==> config.mk <==
export PLATFORM = sky130hd
export DESIGN_NAME = alu
export DESIGN_NICKNAME = d
export VERILOG_FILES = /design/src/logic/datapath_pkg.sv /design/src/logic/alu.sv
export VERILOG_INCLUDE_DIRS = /design/src /design/src/logic
export SDC_FILE = /design/constraint.sdc
export NUM_CORES = 1
export LEC_CHECK = 0
export ABC_AREA = 1
export BUFFER_PORTS_ARGS = -buffer_cell sky130_fd_sc_hd__buf_2
export CORE_MARGIN = 3
export CORE_UTILIZATION = 52
export CTS_CLUSTER_DIAMETER = 30
export DETAILED_ROUTE_END_ITERATION = 8
export PLACE_DENSITY = 0.82
export SLEW_MARGIN = 40
export SYNTH_ARGS = -nofsm -noshare
export SYNTH_HDL_FRONTEND = slang
export SYNTH_SLANG_ARGS = --single-unit
export TNS_END_PERCENT = 100
==> constraint.sdc <==
create_clock -name clock -period 1.45 [get_ports clock]
set_input_delay 0.29 -clock clock [delete_from_list [all_inputs] [get_ports clock]]
set_output_delay 0.29 -clock clock [all_outputs]
set_load 0.02 [all_outputs]
==> src/logic/datapath_cfg.svh <==
// Sizes are fixed for one build; the port window always sits at the very top of the address map
`ifndef DATAPATH_CFG_SVH
`define DATAPATH_CFG_SVH

// --------------------------------------------------
// Data and address widths

`define DP_WORD_WIDTH 36
`define DP_ADDR_WIDTH 10

// --------------------------------------------------
// I/O ports, same count on the A and B sides

`define DP_IO_PORT_COUNT 4
`define DP_IO_PORT_BITS 2

// Upper address bits that select the port window
// With 10-bit addresses and 2 port bits this maps 1020 to 1023 onto the ports
`define DP_IO_TAG 8'hFF

`endif

==> src/logic/datapath_pkg.sv <==
// Types only; widths come from datapath_cfg.svh, which must sit on the include path
`default_nettype none

`include "datapath_cfg.svh"

package datapath_pkg;

    // --------------------------------------------------
    // Basic datapath words

    typedef logic [`DP_WORD_WIDTH-1:0] word_t;
    typedef logic [`DP_ADDR_WIDTH-1:0] addr_t;

    // One bit per I/O port, zero or one-hot
    typedef logic [`DP_IO_PORT_COUNT-1:0] port_mask_t;

    // --------------------------------------------------
    // ALU operations

    typedef enum logic [2:0] {
        ALU_ADD    = 3'd0,
        ALU_SUB    = 3'd1,
        ALU_AND    = 3'd2,
        ALU_OR     = 3'd3,
        ALU_XOR    = 3'd4,
        ALU_PASS_A = 3'd5
    } alu_op_e;

    // --------------------------------------------------
    // Operand address, seen two ways
    // As a flat memory index, or as tag plus port number inside the I/O window

    typedef union packed {
        addr_t index;
        struct packed {
            logic [`DP_ADDR_WIDTH-`DP_IO_PORT_BITS-1:0] io_tag;
            logic [`DP_IO_PORT_BITS-1:0]                port;
        } io;
    } operand_addr_u;

endpackage

`default_nettype wire

==> src/logic/alu.sv <==
// Flags cover add and sub only; logic ops and pass_a clear carry and overflow
`timescale 1ns/1ns
`default_nettype none

`include "datapath_cfg.svh"

module alu (
    input  wire                           clock,
    input  wire                           arst_n,
    input  wire datapath_pkg::alu_op_e    control_s1,
    input  wire                           io_ready,
    input  wire datapath_pkg::addr_t      write_addr_a_s1,
    input  wire datapath_pkg::addr_t      write_addr_b_s1,
    input  wire datapath_pkg::port_mask_t wr_mask_a,
    input  wire datapath_pkg::port_mask_t wr_mask_b,
    input  wire datapath_pkg::word_t      operand_a,
    input  wire datapath_pkg::word_t      operand_b,
    output datapath_pkg::word_t           r,
    output logic                          r_carry,
    output logic                          r_overflow,
    output logic                          r_valid,
    output datapath_pkg::addr_t           r_write_addr_a,
    output datapath_pkg::addr_t           r_write_addr_b,
    output datapath_pkg::port_mask_t      io_wren_a,
    output datapath_pkg::port_mask_t      io_wren_b
);

    import datapath_pkg::*;

    localparam int MSB = `DP_WORD_WIDTH - 1;

    alu_op_e    control_s2;
    logic       ready_s2;
    addr_t      write_addr_a_s2;
    addr_t      write_addr_b_s2;
    port_mask_t wr_mask_a_s2;
    port_mask_t wr_mask_b_s2;

    logic [`DP_WORD_WIDTH:0] sum;
    word_t                   result;
    logic                    carry;
    logic                    overflow;

    // --------------------------------------------------
    // Stage 2, line up with the operands from the banks

    always_ff @(posedge clock or negedge arst_n) begin
        if (!arst_n) begin
            ready_s2     <= 1'b0;
            wr_mask_a_s2 <= '0;
            wr_mask_b_s2 <= '0;
        end else begin
            ready_s2     <= io_ready;
            wr_mask_a_s2 <= wr_mask_a;
            wr_mask_b_s2 <= wr_mask_b;
        end
    end

    always_ff @(posedge clock) begin
        control_s2      <= control_s1;
        write_addr_a_s2 <= write_addr_a_s1;
        write_addr_b_s2 <= write_addr_b_s1;
    end

    always_comb begin
        sum      = '0;
        result   = '0;
        carry    = 1'b0;
        overflow = 1'b0;
        case (control_s2)
            ALU_ADD: begin
                sum      = {1'b0, operand_a} + {1'b0, operand_b};
                result   = sum[MSB:0];
                carry    = sum[MSB+1];
                overflow = (operand_a[MSB] == operand_b[MSB]) && (result[MSB] != operand_a[MSB]);
            end
            ALU_SUB: begin
                // a + ~b + 1, so carry set means no borrow
                sum      = {1'b0, operand_a} + {1'b0, ~operand_b} + 1'b1;
                result   = sum[MSB:0];
                carry    = sum[MSB+1];
                overflow = (operand_a[MSB] != operand_b[MSB]) && (result[MSB] != operand_a[MSB]);
            end
            ALU_AND:    result = operand_a & operand_b;
            ALU_OR:     result = operand_a | operand_b;
            ALU_XOR:    result = operand_a ^ operand_b;
            ALU_PASS_A: result = operand_a;
            default:    result = '0;
        endcase
    end

    // --------------------------------------------------
    // Stage 3, outputs to write-back and the ports

    always_ff @(posedge clock or negedge arst_n) begin
        if (!arst_n) begin
            r              <= '0;
            r_carry        <= 1'b0;
            r_overflow     <= 1'b0;
            r_valid        <= 1'b0;
            r_write_addr_a <= '0;
            r_write_addr_b <= '0;
            io_wren_a      <= '0;
            io_wren_b      <= '0;
        end else begin
            r              <= result;
            r_carry        <= carry;
            r_overflow     <= overflow;
            r_valid        <= ready_s2;
            r_write_addr_a <= write_addr_a_s2;
            r_write_addr_b <= write_addr_b_s2;
            io_wren_a      <= wr_mask_a_s2;
            io_wren_b      <= wr_mask_b_s2;
        end
    end

    // Predicated instructions must carry a real opcode from upstream
    control_defined : assert property (
        @(posedge clock) disable iff (!arst_n)
        io_ready |-> (control_s1 inside {ALU_ADD, ALU_SUB, ALU_AND, ALU_OR, ALU_XOR, ALU_PASS_A})
    );

endmodule

`default_nettype wire

==> results of run 1 <==
[cell usage after synthesis, types with 2 or more instances]
master     count
inv_2          5
nand3_1      133
nand2_2        9
o21ai_1        6
ha_1         113
a221oi_1      23
o21ai_2        2
nand4_1        9
inv_1        254
o22ai_1       27
nor3_1        12
buf_4          5
nor3_2         4
a21oi_2        7
clkbuf_1       5
buf_6          9
nor4_1         2
o211ai_1       4
dfrtp_1       76
nor2_1       132
nand2_1      370
fa_1           2
a21oi_1       95
a31oi_1        2
o21ai_0       69
o221ai_1       5
o2111ai_1      3
nand3_2        6
dfxtp_1       23
o21bai_1       9
buf_2         21
nor2_2         6
clkbuf_2       3
[what timing repair did]
| action | CTS |
|---|---|
| pin swaps | 147 |
| hold buffers | 1 |
| setup endpoints to repair | 38 |
| endpoints found under the hold margin | 18 |
| gates resized for setup | 364 |
| setup buffers | 64 |
| gates cloned | 2 |
[layer usage]
layer | GRT overflow | global-route usage (%)
met3 | 46 | 83.5
met1 | 51 | 91.0
met2 | 1919 | 145
met4 | 599 | 123
met5 | 7 | 69.9
[kinds of logic after synthesis]
| logic type | count (synthesis) | share of synthesized area [%] |
|---|---|---|
| and+or+nand+nor | 689 | 30.7 |
| buffers and inverters | 304 | 13.3 |
| AOI/OAI and AO/OA | 255 | 15.9 |
| adders and majority gates | 115 | 15.2 |
| DFF | 99 | 24.8 |
| xor gates and xnor gates | 2 | 0.184 |
[metrics by stage]
stage               utilization (%)  setup WS [ps]  hold WS, ps  setup TNS (ps)  cells
detailed placement             80.5           -945          206          -24880   2154
global placement               80.5           -785          197          -21550   2154
CTS                            92.9           -276         22.6           -5270   2235
floorplan                         -           -359        -5.59           -5630   1464
==> qor.csv, run 1 <==
stage,metric,value,unit
placement,postPlaceCellArea,14200,sq um
placement,hpwl,35.0,mm
floorplan,die_w,141,um
sta,worst_endpoint,r_carry$_DFF_PN0_/D,
global_routing,grt_overflow,2622,
floorplan,num_io_pins,173,
yosys,yosys_warnings,0,
clocking,cts_max_path_buffers,2,
yosys,mappedNetlistArea,9540,sq um
global_routing,grt_util_all_layers,109,%
floorplan,start_util,54.2,%
clocking,clock_sink_count,99,
run_status,lastStage,global routing (5_1_grt),
yosys,synth_area_per_cell,6.51,sq um
yosys,synth_cells,1464,
clocking,cts.htree.levels,3,
clocking,cts_buffers,9,
floorplan,fp.dieH,141,um
yosys,yosysUniqueCellTypes,46,
placement,place_congestion,1.02,
yosys,synth_area_leaders,"dfrtp_1 (20%), ha_1 (15%), nand2_1 (15%), inv_1 (10%), nand3_1 (7.0%)",
yosys,ys_ff_latch,99,
run_status,status,aborted with a tool error,
yosys,yosys.area.top_type_share,19.9,%
global_routing,grt_max_degree,42,
sta,worst_endpoint_kind,register input,
yosys,synth_edf_count,0,
yosys,synth-main-ff-cell,dfrtp_1,
yosys,yosys.area.top_type,dfrtp_1,
placement,port_buffers,172,
yosys,synth_fp_nets,1685,
clocking,cts_root_buf,clkbuf_16,
yosys,yosysSeqAreaShare,24.8,%
floorplan,num_rows,48,
yosys,synthArstFlopShare,76.8,%
run_status,error,[ERROR GRT-0232] Routing congestion too high. Check the congestion heatmap in the GUI.,
==> run 2: changes to the inputs <==
Settings changed: CORE_UTILIZATION 52 to 40, CTS_CLUSTER_DIAMETER 30 to unset, PLACE_DENSITY 0.82 to unset, PLACE_DENSITY_LB_ADDON set to 0.15.
Clock period 1.45 ns to 1.9 ns, I/O delays scaled along.
==> run 2 against run 1 <==
The run now ends clean. Area after synthesis is the same. Synthesized cell count unchanged.
==> qor.csv, run 2 <==
stage,metric,value,unit,change
run_status,status,"finished, final reports clean",,
yosys,synth_edf_count,0,,unchanged
floorplan,die_w,160,um,+13%
setup_path,slowest_stage,fa_2,,
final_layout,utilization,63.7,%,
final_layout,n_antenna_cell,0,,
sta,finalSetupViolCount,0,,
yosys,synth_fp_nets,1685,,unchanged
placement,port_buffers,172,,unchanged
yosys,synth_cells,1464,,unchanged
sta,drv_slew,0,,
job,max_cap_viol_count,0,,
yosys,yosys_warnings,0,,unchanged
floorplan,fp.dieH,160,um,+13%
placement,hpwl,31.2,mm,-11%
clocking,worstSkewPairLatency,360,ps,
final_layout,mostFrequentLayoutCells,"buf_4 (339), nand2_1 (323), inv_1 (221)",,
final_layout,largest_register_ffs,36,,
yosys,ys_top_cells_by_count,"nand2_1 (370), inv_1 (254), nand3_1 (133)",,
clocking,cts.reportedPaths.clkPinSlew,80,ps,
sta,worstMarginPinSlew,545,ps,
yosys,synth_area_per_cell,6.51,sq um,unchanged
clocking,cts_max_path_buffers,2,,unchanged
final_layout,area_growth,54.0,%,
floorplan,die-area,25700,sq um,
setup_path,max_stage_delay,390,ps,
yosys,synth_area_leaders,"dfrtp_1 (20%), ha_1 (15%), nand2_1 (15%), inv_1 (10%), nand3_1 (7.0%)",,
floorplan,num_io_pins,173,,unchanged
yosys,synthArstFlopShare,76.8,%,unchanged
setup_path,critPathTopFamily,buffers and inverters,,
setup_path,path_buf_inv,7,,
final_layout,drive_gt1_share,41.4,%,
worst_hold_path,min_path_type,primary input to flip-flop,,
setup_path,start_kind,primary input,,
yosys,yosysSeqAreaShare,24.8,%,unchanged
detailed_routing,dr_total_vias,11700,,
floorplan,start_util,41.4,%,-13 points
global_routing,grt_util_all_layers,28.7,%,
sta,hold_viol,0,,
yosys,ys_ff_latch,99,,unchanged
sta,tns,0,ps,
global_routing,grt_pass1_vias,11100,,
power_and_ir_drop,peakVddDrop,0.000398,V,
yosys,yosysUniqueCellTypes,46,,unchanged
sta,setup_ws,10.1,ps,
sta,rsz0062_at_grt,yes,,
detailed_routing,via_per_inst,5.13,,
sta,skew,14.8,ps,
final_layout,final_common_cell,buf_4,,
power_and_ir_drop,p_leak,7.85,nW,
setup_path,crit_required,2120,ps,
setup_path,crit_path_end_kind,flip-flop,,
yosys,mappedNetlistArea,9540,sq um,unchanged
detailed_routing,drc_errors,0,,
floorplan,num_rows,55,,+15%
sta,period_share,99.5,%,
setup_path,worst-setup-path-type,primary input to flip-flop,,
sta,timing.fmax,0.529,GHz,
setup_path,arrival,2110,ps,
clocking,cts_tree,yes,,
clocking,cts_root_buf,clkbuf_16,,
global_routing,grt_overflow,0,,
placement,place_congestion,0.972,,-4.8%
yosys,synth.most_common_cell,nand2_1,,
final_layout,top_register,r,,
clocking,cts_buffers,9,,unchanged
detailed_routing,ant_nets,0,,
clocking,clock_sink_count,99,,unchanged
yosys,synth-main-ff-cell,dfrtp_1,,
floorplan,core_area,23100,sq um,
sta,slew_headroom,63.3,%,
power_and_ir_drop,power_density,548,nW/um^2,
global_routing,grt_pass1_wl,58.5,mm,
power_and_ir_drop,design_power_total,8.05,mW,
placement,dpl_worst_slack,-510,ps,+435 ps
setup_path,cp_max_fo,4,,
global_routing,grt_max_degree,29,,
detailed_routing,routed_wl,38.9,mm,
global_routing,antenna_found_initial,0,,
detailed_routing,drtPass1Iterations,5,,
sta,post-route-min-period,1890,ps,
detailed_routing,wl_per_cell,17.1,um,
setup_path,cp_cell_sequence,buf_8 -> inv_4 -> ha_4 -> inv_4 -> fa_2 -> inv_2 -> o21ai_4 -> nand2_2 -> buf_6 -> o21ai_4 -> buf_4 -> buf_4 -> nand2_2 -> nand3_2 -> nand2_1 -> o2111ai_1,,
yosys,yosys.area.top_type_share,19.9,%,unchanged
detailed_routing,drt_iter0_drc,1118,,
yosys,yosys.area.top_type,dfrtp_1,,
final_layout,fin_nets,2178,,
clocking,cts.htree.levels,3,,unchanged
[run 2: stage by stage]
| stage | hold WS [ps] | instance area (sq um) | instances |
|---|---|---|---|
| CTS | 119 | 13600 | 2262 |
| detailed placement | 309 | 13100 | 2244 |
| finish | 127 | 14700 | 2275 |
| global route | 118 | 14700 | 2275 |
| floorplan | 84.4 | 9560 | 1464 |
| global placement | 307 | 13100 | 2244 |
[run 2: final cells by class]
| class | instances | area, sq um |
|---|---|---|
| Multi-Input combinational cell | 1061 | 7000 |
| Fill cell | 2091 | 8370 |
| Timing Repair Buffer | 527 | 3660 |
| Sequential cell | 99 | 2360 |
| Clock buffer | 12 | 236 |
| Tap cell | 313 | 392 |
| Clock inverter | 4 | 55.1 |
| Inverter | 259 | 983 |
[run 2: kinds of logic (layout without fill, tap and decap cells)]
logic type / Yosys count / after routing / share of synthesized area [%]
buffers and inverters: 304 / 802 / 13.3
AND/OR/NAND/NOR: 689 / 689 / 30.7
XOR/XNOR: 2 / 2 / 0.184
AO/OA/AOI/OAI: 255 / 255 / 15.9
flip-flops: 99 / 99 / 24.8
adder cells (fa/ha/maj): 115 / 115 / 15.2
[run 2: metal layers]
metal	track usage, %	wire, um	share of wire [%]	vias up
met5	0	0	0	-
met4	8.40	852	2.2	0
met3	4.41	3200	8.2	49
met2	43.8	17000	44	498
met1	41.9	17900	46	5439
li1	-	-	-	5687
[run 2: final timing paths]
check                                         from                  to  slack, ps  cells past startpoint
min in group asynchronous                   arst_n                r[2]        460                      2
worst max register to register       control_s2[2]               r[15]        160                      6
worst max-delay path                  operand_a[0]                r[6]         10                     16
worst min-delay path            write_addr_b_s1[7]  write_addr_b_s2[7]        130                      1
worst min register to register  write_addr_a_s2[8]   r_write_addr_a[8]        320                      0
max in group asynchronous                   arst_n               r[24]        910                      3
[run 2: worst register-to-register path, delay by kind of cell (launching register included)]
family | cells | cell delay [ps]
buffers and inverters | 2 | 360
DFF | 1 | 430
and+or+nand+nor | 2 | 350
AOI/OAI and AO/OA | 2 | 460
[run 2: report_power, final]
group          total (mW)  leakage, nW  switching, mW  internal, mW
sequential           2.32         1.11         0.0500          2.27
clock                1.88        0.137          0.848          1.03
combinational        3.85         6.60           2.21          1.64
[run 2: repair_timing]
item | in CTS | in global routing
setup endpoints to repair | 24 | 30
resized for setup | 53 | 260
gates cloned | 0 | 0
pin swaps | 7 | 56
hold buffers | 1 | 0
setup buffers | 1 | 13
hold endpoints to repair | 23 | 0
Note: power is estimated with default switching activity, not from simulation.
