**src/logic/datapath_cfg.svh**
```systemverilog
// Sizes are fixed for one build; the port window always sits at the very top of the address map
`ifndef DATAPATH_CFG_SVH
`define DATAPATH_CFG_SVH

// --------------------------------------------------
// Data and address widths

`define DP_WORD_WIDTH 36
`define DP_ADDR_WIDTH 10

// --------------------------------------------------
// I/O ports, same count on the A and B sides

`define DP_IO_PORT_COUNT 4
`define DP_IO_PORT_BITS 2

// Upper address bits that select the port window
// With 10-bit addresses and 2 port bits this maps 1020 to 1023 onto the ports
`define DP_IO_TAG 8'hFF

`endif

```
**src/logic/datapath_pkg.sv**
```systemverilog
// Types only; widths come from datapath_cfg.svh, which must sit on the include path
`default_nettype none

`include "datapath_cfg.svh"

package datapath_pkg;

    // --------------------------------------------------
    // Basic datapath words

    typedef logic [`DP_WORD_WIDTH-1:0] word_t;
    typedef logic [`DP_ADDR_WIDTH-1:0] addr_t;

    // One bit per I/O port, zero or one-hot
    typedef logic [`DP_IO_PORT_COUNT-1:0] port_mask_t;

    // --------------------------------------------------
    // ALU operations

    typedef enum logic [2:0] {
        ALU_ADD    = 3'd0,
        ALU_SUB    = 3'd1,
        ALU_AND    = 3'd2,
        ALU_OR     = 3'd3,
        ALU_XOR    = 3'd4,
        ALU_PASS_A = 3'd5
    } alu_op_e;

    // --------------------------------------------------
    // Operand address, seen two ways
    // As a flat memory index, or as tag plus port number inside the I/O window

    typedef union packed {
        addr_t index;
        struct packed {
            logic [`DP_ADDR_WIDTH-`DP_IO_PORT_BITS-1:0] io_tag;
            logic [`DP_IO_PORT_BITS-1:0]                port;
        } io;
    } operand_addr_u;

endpackage

`default_nettype wire

```
**src/logic/io_predication.sv**
```systemverilog
// Stage 1 only decodes the port window; an empty or full port annuls the instruction, never stalls
`timescale 1ns/1ns
`default_nettype none

`include "datapath_cfg.svh"

module io_predication (
    input  wire                          clock,
    input  wire                          arst_n,
    input  wire                          cancel,
    input  wire datapath_pkg::alu_op_e   control,
    input  wire datapath_pkg::addr_t     read_addr_a,
    input  wire datapath_pkg::addr_t     read_addr_b,
    input  wire datapath_pkg::addr_t     write_addr_a,
    input  wire datapath_pkg::addr_t     write_addr_b,
    input  wire datapath_pkg::port_mask_t io_read_ef_a,
    input  wire datapath_pkg::port_mask_t io_read_ef_b,
    input  wire datapath_pkg::port_mask_t io_write_ef_a,
    input  wire datapath_pkg::port_mask_t io_write_ef_b,
    output logic                         io_ready,
    output datapath_pkg::port_mask_t     io_rden_a,
    output datapath_pkg::port_mask_t     io_rden_b,
    output datapath_pkg::port_mask_t     wr_mask_a,
    output datapath_pkg::port_mask_t     wr_mask_b,
    output datapath_pkg::alu_op_e        control_s1,
    output datapath_pkg::addr_t          read_addr_a_s1,
    output datapath_pkg::addr_t          read_addr_b_s1,
    output datapath_pkg::addr_t          write_addr_a_s1,
    output datapath_pkg::addr_t          write_addr_b_s1
);

    import datapath_pkg::*;

    port_mask_t rd_sel_a;
    port_mask_t rd_sel_b;
    port_mask_t wr_sel_a;
    port_mask_t wr_sel_b;
    logic       ready_d;

    // One-hot port select when the address lands in the I/O window, else zero
    function automatic port_mask_t port_select(input addr_t addr);
        operand_addr_u view;
        port_mask_t    sel;
        view = addr;
        sel  = '0;
        if (view.io.io_tag == `DP_IO_TAG) begin
            sel[view.io.port] = 1'b1;
        end
        return sel;
    endfunction

    // --------------------------------------------------
    // Address decode and empty/full check

    assign rd_sel_a = port_select(read_addr_a);
    assign rd_sel_b = port_select(read_addr_b);
    assign wr_sel_a = port_select(write_addr_a);
    assign wr_sel_b = port_select(write_addr_b);

    // Every selected port must be ready, and the instruction must not be cancelled
    assign ready_d = !cancel
                  && ((rd_sel_a & ~io_read_ef_a) == '0)
                  && ((rd_sel_b & ~io_read_ef_b) == '0)
                  && ((wr_sel_a & ~io_write_ef_a) == '0)
                  && ((wr_sel_b & ~io_write_ef_b) == '0);

    // --------------------------------------------------
    // Stage 1 registers

    always_ff @(posedge clock or negedge arst_n) begin
        if (!arst_n) begin
            io_ready  <= 1'b0;
            io_rden_a <= '0;
            io_rden_b <= '0;
            wr_mask_a <= '0;
            wr_mask_b <= '0;
        end else begin
            io_ready  <= ready_d;
            // An annulled instruction pops and pushes nothing
            io_rden_a <= ready_d ? rd_sel_a : '0;
            io_rden_b <= ready_d ? rd_sel_b : '0;
            wr_mask_a <= ready_d ? wr_sel_a : '0;
            wr_mask_b <= ready_d ? wr_sel_b : '0;
        end
    end

    // Instruction fields ride along unqualified
    always_ff @(posedge clock) begin
        control_s1      <= control;
        read_addr_a_s1  <= read_addr_a;
        read_addr_b_s1  <= read_addr_b;
        write_addr_a_s1 <= write_addr_a;
        write_addr_b_s1 <= write_addr_b;
    end

    rden_a_onehot0 : assert property (
        @(posedge clock) disable iff (!arst_n) $onehot0(io_rden_a)
    );

    rden_b_onehot0 : assert property (
        @(posedge clock) disable iff (!arst_n) $onehot0(io_rden_b)
    );

endmodule

`default_nettype wire

```
**config.mk**
```make
export PLATFORM = sky130hd
export DESIGN_NAME = io_predication
export DESIGN_NICKNAME = d
export VERILOG_FILES = /design/src/logic/datapath_pkg.sv /design/src/logic/io_predication.sv
export VERILOG_INCLUDE_DIRS = /design/src /design/src/logic
export SDC_FILE = /design/constraint.sdc
export NUM_CORES = 1
export LEC_CHECK = 0
export ABC_AREA = 1
export BUFFER_PORTS_ARGS = -buffer_cell sky130_fd_sc_hd__buf_2
export CORE_MARGIN = 3
export CORE_UTILIZATION = 37
export CTS_CLUSTER_DIAMETER = 100
export DETAILED_ROUTE_END_ITERATION = 6
export PLACE_DENSITY = 0.8
export SYNTH_ARGS = -nofsm -noshare
export SYNTH_HDL_FRONTEND = slang
export SYNTH_SLANG_ARGS = --single-unit
```
**constraint.sdc**
```tcl
create_clock -name clock -period 0.8 [get_ports clock]
set_input_delay 0.08 -clock clock [delete_from_list [all_inputs] [get_ports clock]]
set_output_delay 0.08 -clock clock [all_outputs]
set_load 0.02 [all_outputs]
```
==> metrics, run 1 <==
Peak Freq=950 MHz; Critical Path Max Stage Delay=170 ps; failing checks=setup timing; sequential share of power=47.3%; post-synth top area share=46.5%; Worst IR Drop VDD=0.00121 V; Placeable Area=0.00479 sq mm; largest net degree at the start of global routing=18; RSZ-0062 raised after global routing=true; hold path endpoint=wr_mask_a[3]$_DFF_PN0_; WP data required=1060 ps; IO Pins=122; Final Hold Viols=0; cell area after synthesis=0.00185 sq mm; Synth Flop Type=dfxtp_1; # DRC=0; diodes inserted=0; family with the most delay on the worst path=simple AND/OR/NAND/NOR gates; crit end category=flip-flop; Initial Util=38.7%; critical-path maximum fanout=4; initial antenna violation count=0; Buffers on Ports=121; Final setup viols=77; Worst path slowest cell=nor2_4; FP Rows=25; hold path start=write_addr_a[0]; Post-synth EDFFs=0; most frequent cells in the layout=buf_6 (83), dlygate4sd3_1 (44), dfxtp_2 (43); CTS tree=built; status=finished with violations; maxcap violations=0; leakage power=2.02 nW; commonest non-fill, non-tap cell in the layout=buf_6; Sw Ratio=26.4%; drt via density=4.73; syn avg cell area=10.1 sq um; vias in the first global route=2238; PnR worst setup slack=-253 ps; total CTS buffers=9; layout cells sized above 1=66.9%; Crit Path Class=input pin to flip-flop; antenna viol nets, final=0; GRT Util Overall=24.9%; worst hold path type=input pin to flip-flop; chip height=76.8 um; relative max-transition margin=74.0%; hold depth=3; Yosys top cell by area=dfxtp_1; CTS Sinks=60; Final #Nets=441; Starting DRT DRC Count=86; GP Congestion=0.730; Syn Inst Count=184; minimum clock period=1050 ps; Die X=76.8 um; critical-path cell list=buf_8 > nand2_4 > nor2_4 > nand4_1 > nand2_1 > nor2_2 > nand2_2 > nor2_4 > buf_6 > nand2_4 > nor2_2; clock buffer depth=2; H-tree levels=3; Post-synth ARST share=28.3%; Syn Nets=246; Tcrit/Tclk final=132%; Power Density=1630 mW/mm^2; Worst Path Buf+Inv=2; Synth Register Bits=60; total die area=roughly 0.0059 sq mm; wirelength, routed=7950 um; Setup crit start kind=input pin; fillers=234; clock power share=between 30% and 40%; clock-pin slew on the worst setup and hold paths=~70 ps; routed vias=about 2100; wire per inst=around 18 um; Finished Layout Cells=451; half-perimeter wire length after detailed placement=around 3600 um; Internal=4.98 mW; Synth area leaders=dfxtp_1 (46%), dfrtp_1 (23%), nand2_1 (7.5%); Worst Max-Slew Pin Slew=390 ps; placed instance count=379; P_sw=between 1.5 and 2 mW; first-pass GRT wire length=11100 um; Arrival @ worst endpoint=~1300 ps; iteration count of the initial detailed-routing pass=4; Syn-to-layout area delta=124%; GRT overflow=0; Max Slew Vio Count=0; register area share after synthesis=69.4%; warnings from Yosys=0; hold_ws=20.2 ps; CTS root buf=clkbuf_8; Unique masters post-synth=16; Comb power frac=17.1%
[per-layer routing]
layer  track usage, %  up-vias  routed length [um]
met5                0        -                   0
met4             11.6        0                 326
met3             9.86       30                 646
met2             45.6      131                4350
met1             24.3     1011                2630
li1                 -      961                   -
[cell usage after synthesis, types with 2 or more instances]
cell type	number
dfrtp_1	17
dfxtp_1	43
inv_1	21
nand3b_1	5
nand2_2	2
nand4_1	6
nor2_1	34
nand2_1	37
nand3_1	4
nor2_2	8
nor3_2	2
[tightest hold or removal path, stage by stage]
cell	delay, ps
buf_2	130
nand2_1	70
nor2_1	40
[metrics by stage]
step	cell area [sq um]	total power, mW	util [%]	setup TNS [ps]	worst slack [ps]
3_3_place_gp	2680	3.83	55.9	-6900	-411
5_1_grt	4150	7.03	86.6	-9830	-296
4_1_cts	4020	6.62	83.9	-5680	-146
2_1_floorplan	1940	3.49	-	-2800	-219
6_report	4150	6.77	86.6	-8050	-253
3_5_place_dp	2680	3.84	55.9	-7700	-466
[state kept, by name, summed over array words and instances, names as in the netlist]
signal and count:
control_s1 3, write_addr_b_s1 10, wr_mask_a 4, io_rden_b 4
read_addr_b_s1 10, read_addr_a_s1 10, wr_mask_b 4, io_rden_a 4
io_ready 1, write_addr_a_s1 10
[layout make-up]
| cell class | count | area (sq um) | share of cell area, % |
|---|---|---|---|
| Clock inverter | 2 | 10.0 | 0.241 |
| Inverter | 22 | 82.6 | 1.99 |
| Sequential cell | 60 | 1340 | 32.3 |
| Multi-Input combinational cell | 103 | 744 | 18.0 |
| Timing Repair Buffer | 183 | 1730 | 41.8 |
| Clock buffer | 14 | 153 | 3.68 |
| Tap cell | 67 | 83.8 | 2.02 |
[worst max-delay path by stage]
stage,from,to,slack [ps],cells past startpoint
global placement,write_addr_b[3],wr_mask_b[2]$_DFF_PN0_,-410,10
finish,write_addr_b[5],io_rden_b[3]$_DFF_PN0_,-250,11
CTS,wr_mask_a[0]$_DFF_PN0_,wr_mask_a[0],-150,1
global route,write_addr_b[5],io_rden_b[3]$_DFF_PN0_,-300,11
floorplan,write_addr_a[8],io_rden_b[2]$_DFF_PN0_,-220,10
detailed placement,read_addr_a[3],wr_mask_a[2]$_DFF_PN0_,-470,10
[timing repair]
item / CTS / global route
pin swaps: 45 / 15
endpoints found under the setup margin: 77 / 77
hold endpoints to repair: 60 / 0
resized for setup: 214 / 29
setup buffers: 6 / 4
cloned: 2 / 0
hold buffers: 44 / 0
[cell families after synthesis]
family / share of synthesized area [%]
AND/OR/NAND/NOR: 25.5
flip-flops: 69.4
buffers and inverters: 5.06
[power by group through the flow]
stage | clock network [mW] | registers (mW) | logic, mW
finish | 2.41 | 3.20 | 1.16
global route | 2.60 | 3.21 | 1.22
detailed placement | 0 | 3.21 | 0.634
global placement | 0 | 3.20 | 0.622
CTS | 2.37 | 3.19 | 1.06
floorplan | 0 | 3.37 | 0.124
Note: power is estimated with default switching activity, not from simulation.
==> run 2: changes to the inputs <==
--- a/config.mk
+++ b/config.mk
@@ -12,7 +12,7 @@
 export CORE_UTILIZATION = 37
 export CTS_CLUSTER_DIAMETER = 100
 export DETAILED_ROUTE_END_ITERATION = 6
-export PLACE_DENSITY = 0.8
+export PLACE_DENSITY = 0.86
 export SYNTH_ARGS = -nofsm -noshare
 export SYNTH_HDL_FRONTEND = slang
 export SYNTH_SLANG_ARGS = --single-unit
==> metrics, run 2 (synthesis results as in run 1) <==
clock buffer depth=2; most frequent cells in the layout=buf_6 (90), dlygate4sd3_1 (44), dfxtp_2 (43); Final Hold Viols=0; worst hold path type=input pin to flip-flop; maxcap violations=0; Arrival @ worst endpoint=~1300 ps; Worst IR Drop VDD=0.00135 V; Initial Util=38.7%; Placeable Area=approximately 0.0048 sq mm; vias in the first global route=roughly 2300; initial antenna violation count=0; largest net degree at the start of global routing=18; Worst Setup SP=write_addr_a[2]; Worst Max-Slew Pin Slew=389 ps; Max Slew Vio Count=0; crit end category=flip-flop; layout cells sized above 1=68.0%; routed vias=2128; RSZ-0062 raised after global routing=true; Die X=~77 um; Overall Power=between 6 and 7 mW; total die area=0.00589 sq mm; Area after DPL=0.00271 sq mm; GP Congestion=0.814; Crit Path Class=input pin to flip-flop; iteration count of the initial detailed-routing pass=7; relative max-transition margin=74.1%; Peak Freq=977 MHz; CTS Sinks=60; leakage power=2.06 nW; WP data required=1050 ps; GRT Util Overall=approximately 25%; half-perimeter wire length after detailed placement=3580 um; first-pass GRT wire length=11300 um; TNS Setup=-7070 ps; wirelength, routed=7410 um; H-tree levels=3; status=finished with violations; total CTS buffers=9; Final #Nets=451; drt via density=4.62; diodes inserted=0; Setup crit start kind=input pin; Power Density=1630 mW/mm^2; antenna viol nets, final=0; GRT overflow=0; minimum clock period=1020 ps; Tcrit/Tclk final=128%; post-route cell area=0.00427 sq mm; Buffers on Ports=121; PnR worst setup slack=-224 ps; # DRC=0; Syn-to-layout area delta=130%; IO Pins=122; CTS root buf=clkbuf_8; FP Rows=25; clock-pin slew on the worst setup and hold paths=70 ps; chip height=76.8 um; commonest non-fill, non-tap cell in the layout=buf_6; Final setup viols=between 70 and 80; critical-path maximum fanout=4; Starting DRT DRC Count=104; wire per inst=roughly 16 um; CTS tree=built; failing checks=setup timing; hold path start=write_addr_a[0]
[run 2: cell types whose count changed in the layout (fill, tap and decap cells not counted), moves of 2 or more]
| cell | previous run | this run |
|---|---|---|
| buf_2 | 34 | 30 |
| clkbuf_8 | 10 | 13 |
| clkbuf_1 | 4 | 2 |
| nand2_1 | 16 | 18 |
| buf_6 | 83 | 90 |
| nand2_4 | 15 | 10 |
| nand2_2 | 11 | 13 |
| buf_4 | 19 | 25 |
[run 2: through the flow]
step / hold slack, ps / instances / utilization, % / worst slack (ps)
6_report: 30.6 / 461 / 89.2 / -224
5_1_grt: 34.5 / 461 / 89.2 / -281
4_1_cts: 6.82 / 460 / 87.5 / -153
3_5_place_dp: 21.3 / 383 / 56.5 / -459
3_3_place_gp: 11.2 / 383 / 56.5 / -426
2_1_floorplan: -216 / 184 / - / -219
[run 2: final cells by class]
| cell class | instances | area (sq um) |
|---|---|---|
| Timing Repair Buffer | 193 | 1850 |
| Clock buffer | 15 | 186 |
| Inverter | 22 | 82.6 |
| Clock inverter | 1 | 5.00 |
| Sequential cell | 60 | 1340 |
| Multi-Input combinational cell | 103 | 719 |
| Fill cell | 199 | 519 |
| Tap cell | 67 | 83.8 |
[run 2: where the power goes]
group | switching, mW | internal (mW)
combinational | 0.506 | 0.650
clock | 1.15 | 1.46
sequential | 0.0571 | 3.14
[run 2: worst paths after layout]
path                       slack (ps)  cells past startpoint                endpoint
max                              -220                     13  io_rden_b[3]$_DFF_PN0_
max in group asynchronous         310                      2  io_rden_a[1]$_DFF_PN0_
min                                30                      3  wr_mask_a[3]$_DFF_PN0_
min in group asynchronous         210                      2  wr_mask_a[3]$_DFF_PN0_
[run 2: per-layer routing]
| metal | global-route usage [%] | vias to the layer above | share of wire, % |
|---|---|---|---|
| met5 | 0 | - | 0 |
| met4 | 9.06 | 0 | 1.7 |
| met3 | 8.33 | 16 | 7.0 |
| met2 | 47.9 | 113 | 59 |
| met1 | 24.2 | 1025 | 32 |
| li1 | - | 974 | - |
[run 2: what timing repair did]
item                       4_1_cts  5_1_grt
pin swaps                       46       11
hold endpoints to repair        60        0
hold buffers                    44        0
gates resized for setup        221       21
setup endpoints to repair       77       77
gates cloned                     2        0
setup buffers                   15        1
[run 2: worst max-delay path: stages]
cell,delay [ps]
buf_6,90
nand2_2,60
nor2_2,40
nand2_2,60
inv_2,50
nand3_2,60
nand2_2,70
nor2_2,140
nand2_2,100
nor2_4,170
buf_6,130
nand2_4,70
nor2_1,140
